$ cat src/design/minimac_pkg.sv
package minimac_pkg;

	// ~~~~~~~~~~~~~~~~~~~~~~~~~~~~~~~~~~~~~~~~~~~~~~~~~
	// Bus and memory geometry
	// ~~~~~~~~~~~~~~~~~~~~~~~~~~~~~~~~~~~~~~~~~~~~~~~~~
	localparam int WORD_W = 32;  // Bus data word.
	localparam int ADR_W = 30;   // Word address from byte address bits 31:2.
	localparam int MEM_AW = 8;   // 256 words of receive memory.
	localparam int FIFO_AW = 6;  // 64 entries in the receive FIFO.

	// ~~~~~~~~~~~~~~~~~~~~~~~~~~~~~~~~~~~~~~~~~~~~~~~~~
	// Frame accounting
	// ~~~~~~~~~~~~~~~~~~~~~~~~~~~~~~~~~~~~~~~~~~~~~~~~~
	localparam int CNT_W = 11;
	localparam logic [CNT_W-1:0] MTU_DEFAULT = 11'd2000;
	localparam int SLOT_COUNT = 2;
	localparam int SLOT_SEL_W = $clog2(SLOT_COUNT);

	// Receive engine states.
	localparam logic [1:0] ST_IDLE = 2'd0;
	localparam logic [1:0] ST_LOADBYTE = 2'd1;
	localparam logic [1:0] ST_WBSTROBE = 2'd2;
	localparam logic [1:0] ST_SENDLAST = 2'd3;

	// FIFO entry with the end-of-frame flag on top of the byte.
	localparam int ENTRY_W = 9;
	localparam logic [ENTRY_W-1:0] EOF_ENTRY = 9'h100;

endpackage
$ cat src/design/minimac_wb_if.sv
`timescale 1ns/1ps

interface minimac_wb_if;
	import minimac_pkg::*;

	logic [ADR_W-1:0] adr;   // Word address.
	logic [WORD_W-1:0] dat;  // Write data.
	logic cyc;
	logic stb;
	logic ack;

	modport master (
		output adr,
		output dat,
		output cyc,
		output stb,
		input  ack
	);

	modport slave (
		input  adr,
		input  dat,
		input  cyc,
		input  stb,
		output ack
	);

endinterface

$ cat src/design/minimac_rx.sv
`timescale 1ns/1ps

module minimac_rx #(
	parameter logic [minimac_pkg::CNT_W-1:0] MTU = minimac_pkg::MTU_DEFAULT
) (
	input  logic                          sys_clk,
	input  logic                          sys_rst,
	input  logic                          rx_rst_i,
	minimac_wb_if.master                  wb,
	input  logic                          rx_valid_i,
	input  logic [minimac_pkg::ADR_W-1:0] rx_adr_i,
	output logic                          rx_incrcount_o,
	output logic                          rx_endframe_o,
	input  logic                          fifo_empty_i,
	output logic                          fifo_ack_o,
	input  logic                          fifo_eof_i,
	input  logic [7:0]                    fifo_data_i
);
	import minimac_pkg::*;

	logic frame_rst;
	logic [1:0] state_q;
	logic [1:0] state_d;

	logic in_frame_q;
	logic start_of_frame;
	logic end_of_frame;

	logic loadbyte_en;
	logic [1:0] byte_cnt_q;
	logic full_word;
	logic empty_word;

	logic [CNT_W-1:0] maxcount_q;
	logic still_place_q;

	logic next_wb_adr;
	logic bus_stb;
	logic [ADR_W-1:0] adr_q;
	logic [WORD_W-1:0] dat_q;

	assign frame_rst = sys_rst | rx_rst_i;

	// ~~~~~~~~~~~~~~~~~~~~~~~~~~~~~~~~~~~~~~~~~~~~~~~~~
	// Frame tracking and byte packing
	// ~~~~~~~~~~~~~~~~~~~~~~~~~~~~~~~~~~~~~~~~~~~~~~~~~
	always_ff @(posedge sys_clk) begin
		if (frame_rst)
			in_frame_q <= 1'b0;
		else if (end_of_frame)
			in_frame_q <= 1'b0;
		else if (start_of_frame)
			in_frame_q <= 1'b1;
	end

	always_ff @(posedge sys_clk) begin
		if (frame_rst)
			byte_cnt_q <= '0;
		else if (start_of_frame)
			byte_cnt_q <= '0;  // Every frame starts on a word boundary.
		else if (loadbyte_en)
			byte_cnt_q <= byte_cnt_q + 2'd1;
	end

	// First byte of the word lands in the top lane.
	always_ff @(posedge sys_clk) begin
		if (loadbyte_en)
			dat_q[WORD_W-1-8*byte_cnt_q -: 8] <= fifo_data_i;
	end

	assign full_word = &byte_cnt_q;
	assign empty_word = (byte_cnt_q == 2'd0);

	// ~~~~~~~~~~~~~~~~~~~~~~~~~~~~~~~~~~~~~~~~~~~~~~~~~
	// MTU limit
	// ~~~~~~~~~~~~~~~~~~~~~~~~~~~~~~~~~~~~~~~~~~~~~~~~~
	always_ff @(posedge sys_clk) begin
		if (frame_rst) begin
			maxcount_q <= MTU;
			still_place_q <= 1'b0;
		end else begin
			if (start_of_frame)
				maxcount_q <= MTU;
			else if (loadbyte_en && maxcount_q != '0)
				maxcount_q <= maxcount_q - 1'b1;  // Stops at zero.
			if (loadbyte_en)
				still_place_q <= (maxcount_q != '0);  // Held for the whole strobe.
		end
	end

	assign rx_incrcount_o = loadbyte_en;  // Bytes past the MTU are still counted.

	always_ff @(posedge sys_clk) begin
		if (sys_rst)
			adr_q <= '0;
		else if (start_of_frame)
			adr_q <= rx_adr_i;
		else if (next_wb_adr)
			adr_q <= adr_q + 1'b1;
	end

	assign wb.adr = adr_q;
	assign wb.dat = dat_q;
	assign wb.cyc = bus_stb;
	assign wb.stb = bus_stb;

	// ~~~~~~~~~~~~~~~~~~~~~~~~~~~~~~~~~~~~~~~~~~~~~~~~~
	// Control FSM
	// ~~~~~~~~~~~~~~~~~~~~~~~~~~~~~~~~~~~~~~~~~~~~~~~~~
	always_ff @(posedge sys_clk) begin
		if (frame_rst)
			state_q <= ST_IDLE;
		else
			state_q <= state_d;
	end

	always_comb begin
		state_d = state_q;
		fifo_ack_o = 1'b0;
		rx_endframe_o = 1'b0;
		start_of_frame = 1'b0;
		end_of_frame = 1'b0;
		loadbyte_en = 1'b0;
		bus_stb = 1'b0;
		next_wb_adr = 1'b0;

		case (state_q)
			ST_IDLE: begin
				if (~fifo_empty_i & rx_valid_i) begin  // No slot means bytes wait.
					if (fifo_eof_i) begin
						fifo_ack_o = 1'b1;  // A stray eof is dropped here.
						if (in_frame_q) begin
							end_of_frame = 1'b1;
							if (empty_word)
								rx_endframe_o = 1'b1;
							else
								state_d = ST_SENDLAST;
						end
					end else begin
						start_of_frame = ~in_frame_q;
						state_d = ST_LOADBYTE;
					end
				end
			end
			ST_LOADBYTE: begin
				loadbyte_en = 1'b1;
				fifo_ack_o = 1'b1;
				state_d = full_word ? ST_WBSTROBE : ST_IDLE;
			end
			ST_WBSTROBE: begin
				bus_stb = still_place_q;
				if (wb.ack | ~still_place_q) begin
					next_wb_adr = 1'b1;  // Skipped words still advance the address.
					state_d = ST_IDLE;
				end
			end
			ST_SENDLAST: begin
				bus_stb = still_place_q;
				if (wb.ack | ~still_place_q) begin
					rx_endframe_o = 1'b1;
					state_d = ST_IDLE;
				end
			end
			default: state_d = ST_IDLE;
		endcase
	end

endmodule

$ cat src/flat_wrapper.sv
// flat-port wrapper written by rule: the top's interface ports become plain ports
module minimac_rx_flat import minimac_pkg::*;
#(
	parameter logic [minimac_pkg::CNT_W-1:0] MTU = minimac_pkg::MTU_DEFAULT
)
  (sys_clk, sys_rst, rx_rst_i, rx_valid_i, rx_adr_i, rx_incrcount_o, rx_endframe_o, fifo_empty_i, fifo_ack_o, fifo_eof_i, fifo_data_i, wb_adr, wb_dat, wb_cyc, wb_stb, wb_ack);
  minimac_wb_if wb_i ();
  input  logic sys_clk;
  input  logic sys_rst;
  input  logic rx_rst_i;
  input  logic rx_valid_i;
  input  logic [minimac_pkg::ADR_W-1:0] rx_adr_i;
  output logic rx_incrcount_o;
  output logic rx_endframe_o;
  input  logic fifo_empty_i;
  output logic fifo_ack_o;
  input  logic fifo_eof_i;
  input  logic [7:0] fifo_data_i;
  output wire logic [$bits(wb_i.adr)-1:0] wb_adr;
  output wire logic [$bits(wb_i.dat)-1:0] wb_dat;
  output wire logic [$bits(wb_i.cyc)-1:0] wb_cyc;
  output wire logic [$bits(wb_i.stb)-1:0] wb_stb;
  input wire logic [$bits(wb_i.ack)-1:0] wb_ack;
  assign wb_adr = wb_i.adr;
  assign wb_dat = wb_i.dat;
  assign wb_cyc = wb_i.cyc;
  assign wb_stb = wb_i.stb;
  assign wb_i.ack = wb_ack;
  minimac_rx #(.MTU(MTU)) u_core (.sys_clk(sys_clk), .sys_rst(sys_rst), .rx_rst_i(rx_rst_i), .wb(wb_i), .rx_valid_i(rx_valid_i), .rx_adr_i(rx_adr_i), .rx_incrcount_o(rx_incrcount_o), .rx_endframe_o(rx_endframe_o), .fifo_empty_i(fifo_empty_i), .fifo_ack_o(fifo_ack_o), .fifo_eof_i(fifo_eof_i), .fifo_data_i(fifo_data_i));
endmodule
$ cat config.mk
export PLATFORM = sky130hd
export DESIGN_NAME = minimac_rx_flat
export DESIGN_NICKNAME = d
export VERILOG_FILES = /design/src/design/minimac_pkg.sv /design/src/design/minimac_wb_if.sv /design/src/design/minimac_rx.sv /design/src/flat_wrapper.sv
export SDC_FILE = /design/constraint.sdc
export NUM_CORES = 1
export LEC_CHECK = 0
export ABC_AREA = 1
export BUFFER_PORTS_ARGS = -buffer_cell sky130_fd_sc_hd__buf_2
export CORE_AREA = 2 2 103 105
export CTS_BUF_LIST = sky130_fd_sc_hd__clkbuf_8
export DETAILED_ROUTE_END_ITERATION = 16
export DIE_AREA = 0 0 105 107
export PLACE_DENSITY_LB_ADDON = 0.2
export SLEW_MARGIN = 20
export SYNTH_ARGS = -nofsm -noshare
export SYNTH_HDL_FRONTEND = slang
export SYNTH_SLANG_ARGS = --single-unit
$ cat constraint.sdc
create_clock -name sys_clk -period 2.3 [get_ports sys_clk]
set_input_delay 0.46 -clock sys_clk [delete_from_list [all_inputs] [get_ports sys_clk]]
set_output_delay 0.46 -clock sys_clk [all_outputs]
set_load 0.005 [all_outputs]
==> impl_metrics.json <==
{
  "status": "complete, no violations",
  "clk_latency_ns": 0.35,
  "synth-main-ff-cell": "dfxtp_1",
  "cp.required_ns": 1.84,
  "place_area_sq_um": 5150,
  "drt_pass1_iterations": 5,
  "wl_per_cell_microns": 13.6,
  "tightest_slew_ns": 0.391,
  "route.final.wire_length_microns": 11800,
  "timing.fmax_mhz": 481,
  "hold_viol": 0,
  "synth_area_leader_cell": "edfxtp_1",
  "gp_congestion": 0.922,
  "fill_cells": 1019,
  "vdd_drop_max_mv": 0.254,
  "max_slew_margin_pct": 73.9,
  "holdCritPathClass": "in -> reg",
  "ys_ff_latch": 79,
  "async_flop_share_pct": 0,
  "syn2layout_area_growth_pct": 20.0,
  "die_w_microns": 105,
  "synthXorXnorAreaFrac_pct": 1.38,
  "fin_crit_ns": 2.08,
  "netlist_area_sq_um": 4450,
  "leakage_nw": 2.28,
  "final_cell_mix": "nand2_1 (166), buf_2 (111), nor2_1 (86), inv_1 (64), nand3_1 (48)",
  "cp_cell_sequence": "inv_1 -> ha_4 -> nand2_1 -> inv_1 -> nand2_1 -> nor2_1 -> nand2_1 -> a21oi_1 -> buf_2",
  "path_class": "reg -> out",
  "cts_tree": "done",
  "synth.distinct_cells": 36,
  "tns_ns": 0,
  "rows": 37,
  "setup_viol": 0,
  "dieArea_sq_um": 11200,
  "max_stage_delay_ns": 0.34,
  "routed-via-count": 4348,
  "clk_pin_slew_ns": 0.09,
  "core_sq_um": 10100,
  "ys_warn_count": 0,
  "seq_area_frac_synth_pct": 42.7,
  "grt_max_degree": 31,
  "post-route-drc-count": 0,
  "synthTopCellsByArea": "edfxtp_1 (22%), dfxtp_1 (21%), nand2_1 (14%), nor2_1 (7.3%), nand3_1 (5.4%)",
  "drive_gt1_share_pct": 22.1,
  "layout.nets": 784,
  "n_antenna_cell": 0,
  "cts.sinks": 79,
  "netlist_instances": 619,
  "synthMuxAreaShare_pct": 0,
  "antenna_found_initial": 0,
  "yosys.area.top_type_share_pct": 21.6,
  "arrival_ns": 1.62,
  "synth_compound_area_share_pct": 8.99,
  "h-tree-depth": 3,
  "io_buffers": 111,
  "dp.cells": 854,
  "clockBufferDepth": 2,
  "drv_cap": 0,
  "cts_setup_buffers": 0,
  "crit_slowest_cell": "dfxtp_1",
  "overflow": 0,
  "dp.final_hpwl_microns": 8820,
  "grt.total_usage_pct": 21.4,
  "critPathLaunchType": "register",
  "power.density_nw_per_um2": 512,
  "stdcell_count": 870,
  "layout_commonest_cell": "nand2_1",
  "yosys.area_share.simple_pct": 35.8,
  "fin_area_sq_um": 5340,
  "synth-edff-count": 32,
  "synthAdderAreaFrac_pct": 2.81,
  "post-route-period-util_pct": 90.5,
  "grt_pass1_vias": 4146,
  "fin_skew_ns": 0.0102,
  "path_common_cell": "nand2_1",
  "die_h_microns": 107,
  "drv_slew": 0,
  "synth_nets": 674,
  "initial_core_util_pct": 44.1,
  "regArea_sq_um": 1900,
  "grt_pass1_wl_microns": 19500,
  "multi_input_area_sq_um": 2190,
  "cp_max_fo": 5,
  "end_kind": "primary output",
  "viasPerCell": 5.00,
  "postRouteAntennaNets": 0,
  "final_util_pct": 52.9,
  "cts_root_buffer": "clkbuf_8",
  "io_pins": 112,
  "drt-initial-drc-count": 202,
  "cts_buffers": 9,
  "grt_setup_unrepaired": "no",
  "synth_top_family_by_area": "simple AND/OR/NAND/NOR gates",
  "fin_total_pwr_mw": 2.74,
  "avgSynthCellArea_sq_um": 7.19
}
==> cells by family after synthesis <==
group	Yosys count
and+or+nand+nor	363
xor gates and xnor gates	7
DFF	79
adders and majority gates	10
AOI/OAI and AO/OA	68
buffers and inverters	92
==> synth_stat cells, drive strengths merged, types with 2 or more instances <==
library cell / count
nand2: 172
nor2: 95
inv: 67
nand3: 50
dfxtp: 47
nor3: 39
edfxtp: 32
a21oi: 28
buf: 16
o21ai: 15
o211ai: 13
ha: 10
a31oi: 9
clkbuf: 7
xor2: 5
nand4: 3
clkinv: 2
xnor2: 2
==> flip-flops by register name, summed over array words and instances, names as in the netlist <==
register / count
u_core.byte_cnt_q: 2
u_core.in_frame_q: 1
u_core.wb.adr: 30
u_core.still_place_q: 1
u_core.wb.dat: 32
u_core.state_q: 2
u_core.maxcount_q: 11
==> routing by layer <==
metal	GRT usage (%)	part of all wire (%)
met1	30.9	49
met2	32.3	43
met3	2.80	6.2
met4	9.14	1.9
met5	0	0
==> worst max-delay path, delay by kind of cell, from the launching register on <==
| kind | cells | cell delay, ns |
|---|---|---|
| and+or+nand+nor | 4 | 0.32 |
| buffers and inverters | 3 | 0.32 |
| AOI/OAI and AO/OA | 1 | 0.11 |
| DFF | 1 | 0.34 |
| adders and majority gates | 1 | 0.18 |
==> path summary, 6_finish.rpt <==
kind	to	from	slack [ns]	depth (start not counted)
setup / recovery	rx_endframe_o	u_core.state_q[0]	0.22	9
hold / removal	u_core.wb.adr[8]	rx_adr_i[8]	0.37	3
setup reg to reg	u_core.wb.adr[10]	u_core.wb.adr[1]	0.53	8
hold reg to reg	u_core.maxcount_q[3]	u_core.maxcount_q[3]	0.49	2
==> through the flow <==
stage | worst slack [ns] | hold WS (ns)
floorplan | 0.515 | 0.452
global placement | 0.569 | 0.469
detailed placement | 0.509 | 0.476
CTS | 0.111 | 0.363
global route | 0.0355 | 0.360
finish | 0.220 | 0.372
==> layout make-up <==
class,instances,area share [%]
Timing Repair Buffer,122,11.9
Sequential cell,79,35.6
Inverter,69,4.85
Clock inverter,7,0.984
Multi-Input combinational cell,448,41.1
Tap cell,136,3.19
Clock buffer,9,2.32
==> repair_timing <==
item / CTS / global route
hold buffers: 0 / 0
setup endpoints to repair: 0 / 1
gates resized for setup: 0 / 2
==> power by group <==
group	switching [mW]	total [mW]	internal, mW	leakage, nW
clock network	0.567	0.972	0.404	0.0924
registers	0.0293	1.50	1.47	0.675
logic	0.161	0.262	0.102	1.52
total	0.757	2.74	1.98	2.28
(Power assumes the default switching activity.)
