## src/design/minimac_pkg.sv

```systemverilog
package minimac_pkg;

	// ~~~~~~~~~~~~~~~~~~~~~~~~~~~~~~~~~~~~~~~~~~~~~~~~~
	// Bus and memory geometry
	// ~~~~~~~~~~~~~~~~~~~~~~~~~~~~~~~~~~~~~~~~~~~~~~~~~
	localparam int WORD_W = 32;  // Bus data word.
	localparam int ADR_W = 30;   // Word address from byte address bits 31:2.
	localparam int MEM_AW = 8;   // 256 words of receive memory.
	localparam int FIFO_AW = 6;  // 64 entries in the receive FIFO.

	// ~~~~~~~~~~~~~~~~~~~~~~~~~~~~~~~~~~~~~~~~~~~~~~~~~
	// Frame accounting
	// ~~~~~~~~~~~~~~~~~~~~~~~~~~~~~~~~~~~~~~~~~~~~~~~~~
	localparam int CNT_W = 11;
	localparam logic [CNT_W-1:0] MTU_DEFAULT = 11'd2000;
	localparam int SLOT_COUNT = 2;
	localparam int SLOT_SEL_W = $clog2(SLOT_COUNT);

	// Receive engine states.
	localparam logic [1:0] ST_IDLE = 2'd0;
	localparam logic [1:0] ST_LOADBYTE = 2'd1;
	localparam logic [1:0] ST_WBSTROBE = 2'd2;
	localparam logic [1:0] ST_SENDLAST = 2'd3;

	// FIFO entry with the end-of-frame flag on top of the byte.
	localparam int ENTRY_W = 9;
	localparam logic [ENTRY_W-1:0] EOF_ENTRY = 9'h100;

endpackage
```

## src/design/minimac_slots.sv

```systemverilog
`timescale 1ns/1ps

module minimac_slots (
	input  logic                               sys_clk,
	input  logic                               sys_rst,
	input  logic                               slot_wr_i,
	input  logic [minimac_pkg::SLOT_SEL_W-1:0] slot_sel_i,
	input  logic [minimac_pkg::ADR_W-1:0]      slot_adr_i,
	output logic                               rx_valid_o,
	output logic [minimac_pkg::ADR_W-1:0]      rx_adr_o,
	input  logic                               rx_incrcount_i,
	input  logic                               rx_endframe_i,
	output logic [minimac_pkg::SLOT_COUNT-1:0] slot_done_o,
	output logic [minimac_pkg::CNT_W-1:0]      slot_count_o
);
	import minimac_pkg::*;

	logic [ADR_W-1:0] base_q [SLOT_COUNT];
	logic [CNT_W-1:0] count_q [SLOT_COUNT];
	logic [SLOT_COUNT-1:0] armed_q;
	logic [SLOT_SEL_W-1:0] cur_q;
	logic [SLOT_SEL_W-1:0] cur_next;

	// Slots are used in turn.
	assign cur_next = (cur_q == SLOT_SEL_W'(SLOT_COUNT - 1)) ? '0 : cur_q + 1'b1;

	always_ff @(posedge sys_clk) begin
		if (sys_rst) begin
			armed_q <= '0;
			slot_done_o <= '0;
			cur_q <= '0;
			for (int i = 0; i < SLOT_COUNT; i++)
				count_q[i] <= '0;
		end else begin
			if (rx_incrcount_i)
				count_q[cur_q] <= count_q[cur_q] + 1'b1;
			if (rx_endframe_i) begin
				armed_q[cur_q] <= 1'b0;
				slot_done_o[cur_q] <= 1'b1;
				cur_q <= cur_next;
			end
			if (slot_wr_i) begin
				armed_q[slot_sel_i] <= 1'b1;  // Host hands the slot back.
				slot_done_o[slot_sel_i] <= 1'b0;
				count_q[slot_sel_i] <= '0;
			end
		end
	end

	always_ff @(posedge sys_clk) begin
		if (slot_wr_i)
			base_q[slot_sel_i] <= slot_adr_i;
	end

	assign rx_valid_o = armed_q[cur_q] & ~slot_done_o[cur_q];
	assign rx_adr_o = base_q[cur_q];
	assign slot_count_o = count_q[slot_sel_i];

endmodule

```

## config.mk

```make
export PLATFORM = sky130hd
export DESIGN_NAME = minimac_slots
export DESIGN_NICKNAME = d
export VERILOG_FILES = /design/src/design/minimac_pkg.sv /design/src/design/minimac_slots.sv
export SDC_FILE = /design/constraint.sdc
export NUM_CORES = 1
export LEC_CHECK = 0
export ABC_AREA = 0
export BUFFER_PORTS_ARGS = -buffer_cell sky130_fd_sc_hd__buf_2
export CAP_MARGIN = 20
export CELL_PAD_IN_SITES_DETAIL_PLACEMENT = 2
export CELL_PAD_IN_SITES_GLOBAL_PLACEMENT = 2
export CORE_MARGIN = 2
export CORE_UTILIZATION = 39
export DETAILED_ROUTE_END_ITERATION = 6
export PLACE_DENSITY_LB_ADDON = 0.1
export RECOVER_POWER = 25
export SYNTH_ARGS = -nofsm -noshare
export SYNTH_HDL_FRONTEND = slang
export SYNTH_SLANG_ARGS = --single-unit
export TNS_END_PERCENT = 50
```

## constraint.sdc

```tcl
create_clock -name sys_clk -period 4.6 [get_ports sys_clk]
set_input_delay 0.46 -clock sys_clk [delete_from_list [all_inputs] [get_ports sys_clk]]
set_output_delay 0.46 -clock sys_clk [all_outputs]
set_load 0.02 [all_outputs]
```

==> results of run 1 <==
[logic make-up (layout without fill, tap and decap cells)]
| kind of cell | after synthesis | in the layout | synth area share, % |
|---|---|---|---|
| DFF | 88 | 88 | 61.4 |
| AOI/OAI and AO/OA | 50 | 50 | 8.98 |
| xor gates and xnor gates | 4 | 4 | 0.911 |
| and+or+nand+nor | 68 | 68 | 10.3 |
| buffers and inverters | 23 | 107 | 2.96 |
| muxes | 52 | 52 | 15.0 |
| adders and majority gates | 1 | 1 | 0.325 |
[cells in the final DEF, fill, tap and decap left out, types with 2 or more instances in the layout]
cell | synthesis | layout
nand3_1 | 11 | 11
nand3b_1 | 5 | 5
a21oi_1 | 26 | 26
and3_1 | 8 | 8
clkbuf_1 | 4 | 19
mux2_2 | 43 | 43
clkbuf_8 | 0 | 10
a41o_1 | 2 | 2
nor4_1 | 2 | 2
nor3_1 | 2 | 2
a31oi_1 | 2 | 2
edfxtp_1 | 60 | 60
inv_1 | 6 | 6
nor2_1 | 14 | 14
nand2_1 | 12 | 12
and4_1 | 2 | 2
xnor2_1 | 2 | 2
buf_2 | 7 | 60
mux2i_1 | 8 | 8
and2_1 | 2 | 2
dfxtp_1 | 28 | 27
a2111oi_2 | 4 | 4
o211ai_1 | 2 | 2
clkinv_1 | 2 | 2
buf_4 | 1 | 3
inv_6 | 0 | 3
o21ai_0 | 2 | 2
o22ai_1 | 4 | 4
xor2_1 | 2 | 2
a22oi_1 | 3 | 3
nor4b_1 | 2 | 2
[flip-flops by register name, summed over array words and instances (netlist names), named ones only]
signal and cells:
armed_q 2, cur_q 1, slot_done_o 2, base_q 60, count_q 22
[routing by layer]
| layer | GRT usage [%] | up-vias |
|---|---|---|
| li1 | - | 1244 |
| met4 | 6.48 | 0 |
| met2 | 33.7 | 57 |
| met1 | 25.4 | 1336 |
| met5 | 0 | - |
| met3 | 3.90 | 13 |
[report_power, final]
group | total, uW | internal [uW] | switching, uW
logic | 225 | 89.1 | 135
clock network | 577 | 275 | 302
registers | 923 | 894 | 28.9
[area by class of cell]
type                    instances  area, um^2  area share [%]
flip-flops and latches         88        2360            52.0
multi-input cells             175        1370            30.1
repair buffers                 83         405            8.92
well taps                     133         166            3.66
clock buffers                  10         138            3.03
clock inverters                 6        72.6            1.60
inverters                       8        30.0           0.661
[per-stage QoR]
stage          hold slack [ns]  setup slack, ns  total power (uW)  cell area [um^2]  util, %
2_1_floorplan            0.454             2.36              1090              3840        -
3_3_place_gp             0.470             2.20              1160              4350     44.9
3_5_place_dp             0.492             2.13              1170              4360     45.0
4_1_cts                  0.260             1.91              1750              4570     47.2
5_1_grt                  0.254             1.84              1790              4540     46.9
6_report                 0.270             1.93              1730              4540     46.9
[path summary, 6_finish.rpt]
path | from | endpoint | slack, ns
worst max-delay path | flop | rx_adr_o[10] | 1.93
worst min-delay path | slot_adr_i[25] | base_q[0][25] | 0.27
worst max register to register | flop | count_q[1][10] | 2.23
worst min register to register | armed_q[0] | armed_q[0] | 0.51
[worst max-delay path, stage by stage, from the launching register on]
cell	delay, ns
dfxtp_2	0.78
buf_4	0.46
mux2_2	0.39
buf_2	0.16
==> qor.yml, run 1 <==
outcome:
  status: "finished, final reports clean"
placed_design:
  placedCellCount: 487
  routabilityCongestion: 0.759
  place.port_buffers: 79
  hpwl_um: 7260
flow_run:
  max_cap_viol_count: 0
clocking:
  insertion_delay_ns: 0.37
  clk_transition_reported_paths_ns: 0.10
  cts_tree: "yes"
  post_cts.resized_instances: 0
  cts-root-buf: "clkbuf_8"
  postCtsSetupRepairBufs: 0
  cts_hold_repair.buffers: 0
  cts_made_buffers: 9
  clock_tree.htree_level_count: 3
  numClockSinks: 88
  clock_path_buffers: 2
detailed_routing:
  firstDrtPassIters: 4
  drt_drc_violations_left: 0
  drt-vias-per-instance: 5.27
  drtAntennaViolNets: 0
  dr.first_iter.drc_count: 88
  top_routing_layer_in_use: "met4"
  met1_length_um: 4470
  detailroute.wirelength.met2_um: 5340
  wire_per_inst_um: 20.5
  routed_wl_um: 10300
  met3_length_um: 353
  vias: 2650
sta:
  final.period_utilization_pct: 58.0
  fmax_mhz: 375
  totalNegativeSetupSlack_ns: 0
  final_max_slew_viol_count: 0
  worstMarginPinSlew_ns: 0.824
  slew-limit-headroom_pct: 44.8
  setup_viol_count_final: 0
  fin_worst_skew_ns: 0.0143
  unrepaired_setup_endpoints_after_global_routing: "no"
  tmin_final_ns: 2.67
  final_hold_viol_count: 0
floorplan:
  die_w_um: 103
  initial_core_util_pct: 39.7
  die-area_mm2: 0.0107
  core_region_area_mm2: 0.00968
  floorplan.die.height_um: 103
  num_rows: 36
  ioPinCount: 80
synth:
  synth_top_cell_area_share_pct: 46.9
  netlist_instances: 286
  cell_type_with_the_largest_total_area_after_synthesis: "edfxtp_1"
  dominantRegCellSynth: "edfxtp_1"
  synth.net_count: 323
  synth_edf_count: 60
  ys_ff_latch: 88
  ys_seq_area_share_pct: 61.4
  synth.most_common_cell: "edfxtp_1"
  synth-warning-count: 0
  synth.top_cells.by_count: "edfxtp_1 (60), mux2_2 (43), dfxtp_1 (28)"
  synth.avg_cell_area_um2: 13.4
  synth-async-reset-ratio_pct: 0
  netlist_area_pre_place_mm2: 0.00384
  largest_cells_by_area_after_synthesis: "edfxtp_1 (47%), dfxtp_1 (15%), mux2_2 (13%)"
  yosys.cell_types.count: 46
hold_path:
  timing.hold.worst_path_depth: 1
  hold_path_class: "input port to flop"
worst_setup_path:
  timing.critical_path.fanout_max: 27
  setup.worst_path.class: "flop to output pin"
  timing.critical_path.arrival_ns: 2.21
  ff2ff_path_depth: 7
  worstSetupEndpointType: "output pin"
  critPathRequiredTime_ns: 4.14
  critical_path.startpoint_type: "flop"
global_route:
  wire_length_of_the_first_global_routing_pass_um: 15500
  grt_start_max_net_pins: 38
  overflow: 0
  first_global_vias: 2775
  globalRouteTotalUtil_pct: 19.8
  antenna_violations_before_repair: 0
layout:
  layout.filler_cells: 966
  finalNetCount: 402
  final_layout_size_suffix_gt1_share_pct: 35.9
  n_antenna_cell: 0
  area_delta_synth_final_pct: 18.2
  layout.cells.non_filler: 503
power:
  total_leakage_power_uw: 0.00173
  ir_drop_mv: 0.143
  power.density_mw_per_mm2: 380
Note: power is estimated with default switching activity, not from simulation.
==> inputs of run 2 (changes only) <==
--- a/config.mk
+++ b/config.mk
@@ -5,13 +5,13 @@
 export SDC_FILE = /design/constraint.sdc
 export NUM_CORES = 1
 export LEC_CHECK = 0
-export ABC_AREA = 0
+export ABC_AREA = 1
 export BUFFER_PORTS_ARGS = -buffer_cell sky130_fd_sc_hd__buf_2
 export CAP_MARGIN = 20
 export CELL_PAD_IN_SITES_DETAIL_PLACEMENT = 2
 export CELL_PAD_IN_SITES_GLOBAL_PLACEMENT = 2
 export CORE_MARGIN = 2
-export CORE_UTILIZATION = 39
+export CORE_UTILIZATION = 33
 export DETAILED_ROUTE_END_ITERATION = 6
 export PLACE_DENSITY_LB_ADDON = 0.1
 export RECOVER_POWER = 25
==> constraint.sdc (replaced) <==
create_clock -name sys_clk -period 2.7 [get_ports sys_clk]
set_input_delay 0.27 -clock sys_clk [delete_from_list [all_inputs] [get_ports sys_clk]]
set_output_delay 0.27 -clock sys_clk [all_outputs]
set_load 0.02 [all_outputs]
==> run 2 against run 1 <==
Hold slack lost 0.18 ns. Combinational power is 48% higher. Setup slack got worse by 1.3 ns. Wire length barely moved. First-iteration DRC count grew 14%. Clock power is 53% higher. Global-route usage is 1.8 points lower. Sequential power is 68% higher. Power increased by 60%.
==> qor.yml, run 2 <==
synth:
  synth-async-reset-ratio_pct: 0
  yosys.cell_types.count: 28
  synth.most_common_cell: "nand2_1"
  synth.avg_cell_area_um2: 9.45
  synth_edf_count: 60
  synth-warning-count: 0
  netlist_instances: 392
  ys_ff_latch: 88
  synth.top_cells.by_count: "nand2_1 (183), edfxtp_1 (60), dfxtp_1 (28)"
  cell_type_with_the_largest_total_area_after_synthesis: "edfxtp_1"
  dominantRegCellSynth: "edfxtp_1"
  synth.net_count: 429
  netlist_area_pre_place_mm2: 0.00370
  largest_cells_by_area_after_synthesis: "edfxtp_1 (49%), nand2_1 (19%), dfxtp_1 (15%)"
  ys_seq_area_share_pct: 63.8
  synth_top_cell_area_share_pct: 48.6
sta:
  final.period_utilization_pct: 75.5
  slew-limit-headroom_pct: 71.7
  unrepaired_setup_endpoints_after_global_routing: "no"
  final_max_slew_viol_count: 0
  final_hold_viol_count: 0
  fmax_mhz: 491
  tmin_final_ns: 2.04
  setup_viol_count_final: 0
  final_critical_path_setup_slack_ns: 0.662
  fin_worst_skew_ns: 0.0144
  worstMarginPinSlew_ns: 0.425
  totalNegativeSetupSlack_ns: 0
global_route:
  overflow: 0
  wire_length_of_the_first_global_routing_pass_um: 16100
  first_global_vias: 3186
  grt_start_max_net_pins: 33
  globalRouteTotalUtil_pct: 18.0
  antenna_violations_before_repair: 0
clocking:
  clock_path_buffers: 2
  cts_hold_repair.buffers: 0
  clock_tree.htree_level_count: 3
  post_cts.resized_instances: 0
  insertion_delay_ns: 0.36
  cts_made_buffers: 9
  postCtsSetupRepairBufs: 0
  cts_tree: "yes"
  numClockSinks: 88
  clk_transition_reported_paths_ns: 0.10
  cts-root-buf: "clkbuf_8"
layout:
  registers.top_by_ff_count: "base_q"
  fin_util_pct: 40.7
  most_frequent_cells_in_the_layout: "nand2_1 (183), buf_2 (65), edfxtp_1 (60)"
  finalNetCount: 512
  final_layout_size_suffix_gt1_share_pct: 23.3
  layout.cells.most_common: "nand2_1"
  reg_top3: "base_q (60), count_q (22)"
  flip_flop_count_of_the_largest_register_all_copies_and_words_added: 60
  layout.cells.non_filler: 620
  area_delta_synth_final_pct: 19.6
  n_antenna_cell: 0
placed_design:
  routabilityCongestion: 0.740
  pre_cts_ws_ns: 0.822
  place.port_buffers: 79
  hpwl_um: 7300
  placedCellCount: 604
worst_setup_path:
  timing.critical_path.fanout_max: 32
  critical_path.startpoint_type: "flop"
  critPathRequiredTime_ns: 2.43
  setup.worst_path.class: "flop to output pin"
  worstSetupEndpointType: "output pin"
  timing.critical_path.arrival_ns: 1.77
detailed_routing:
  dr.first_iter.drc_count: 100
  drt_drc_violations_left: 0
  wire_per_inst_um: 16.6
  routed_wl_um: 10300
  drt-vias-per-instance: 4.81
  drtAntennaViolNets: 0
  vias: 2980
  firstDrtPassIters: 4
hold_path:
  hold_path_class: "input port to flop"
power:
  total_leakage_power_uw: 0.00185
  finalPower_uw: 2760
  ir_drop_mv: 0.218
  power.density_mw_per_mm2: 624
outcome:
  status: "finished, final reports clean"
floorplan:
  die_w_um: 110
  num_rows: 38
  core_region_area_mm2: 0.0109
  ioPinCount: 80
  die-area_mm2: 0.0121
  floorplan.die.height_um: 110
  initial_core_util_pct: 34.0
flow_run:
  max_cap_viol_count: 0
## run 2: cell types whose count changed after synthesis, sizes merged, moves of 4 or more
cell	change
a2111oi	-4
and3	-8
buf	-5
clkbuf	+7
inv	+14
mux2	-43
mux2i	-9
nand2	+176
nand3	+7
nand3b	-5
o21ai	+9
## run 2: kinds of logic (layout without fill, tap and decap cells)
group	count (synthesis)	count (layout)	synth area share (%)
DFF	88	88	63.8
adders and majority gates	1	1	0.338
AOI/OAI and AO/OA	42	42	6.59
xor gates and xnor gates	3	3	0.710
and+or+nand+nor	221	221	24.2
buffers and inverters	37	125	4.39
## run 2: report_power, final
group / switching [uW] / internal, uW
registers: 31.7 / 1520
clock network: 529 / 353
logic: 233 / 99.4
total: 794 / 1970
## run 2: critical path, stage by stage (launching register included)
cell     delay, ns
dfxtp_2       0.57
buf_4         0.43
nand2_1       0.12
nand2_1       0.11
buf_2         0.17
## run 2: through the flow
| step | hold WS, ns | area (um^2) |
|---|---|---|
| after floorplan | 0.369 | 3700 |
| after global placement | 0.456 | 4260 |
| after detailed placement | 0.458 | 4260 |
| after CTS | 0.0677 | 4450 |
| after global routing | 0.0613 | 4430 |
| final | 0.0916 | 4430 |
## run 2: cell type report
type                       instances  area (um^2)
timing repair buffer              89          453
inverter                          20         75.1
sequential                        88         2360
multi-input combinational        267         1180
fill                            1215         6460
tap                              140          175
clock buffer                       9          124
clock inverter                     7         60.1
## run 2: final timing paths
check,from,end,slack (ns),cells past startpoint
worst max register to register,flop,count_q[1][9],0.84,9
worst min register to register,count_q[0][4],count_q[0][4],0.47,2
worst max-delay path,flop,rx_adr_o[0],0.66,4
worst min-delay path,slot_adr_i[7],base_q[1][7],0.09,1
## run 2: layer usage
metal	global-route usage (%)	up-vias	routed length, um
met5	0	-	0
li1	-	1441	-
met3	4.56	7	462
met2	32.7	53	5480
met1	20.6	1479	4280
met4	5.24	0	84
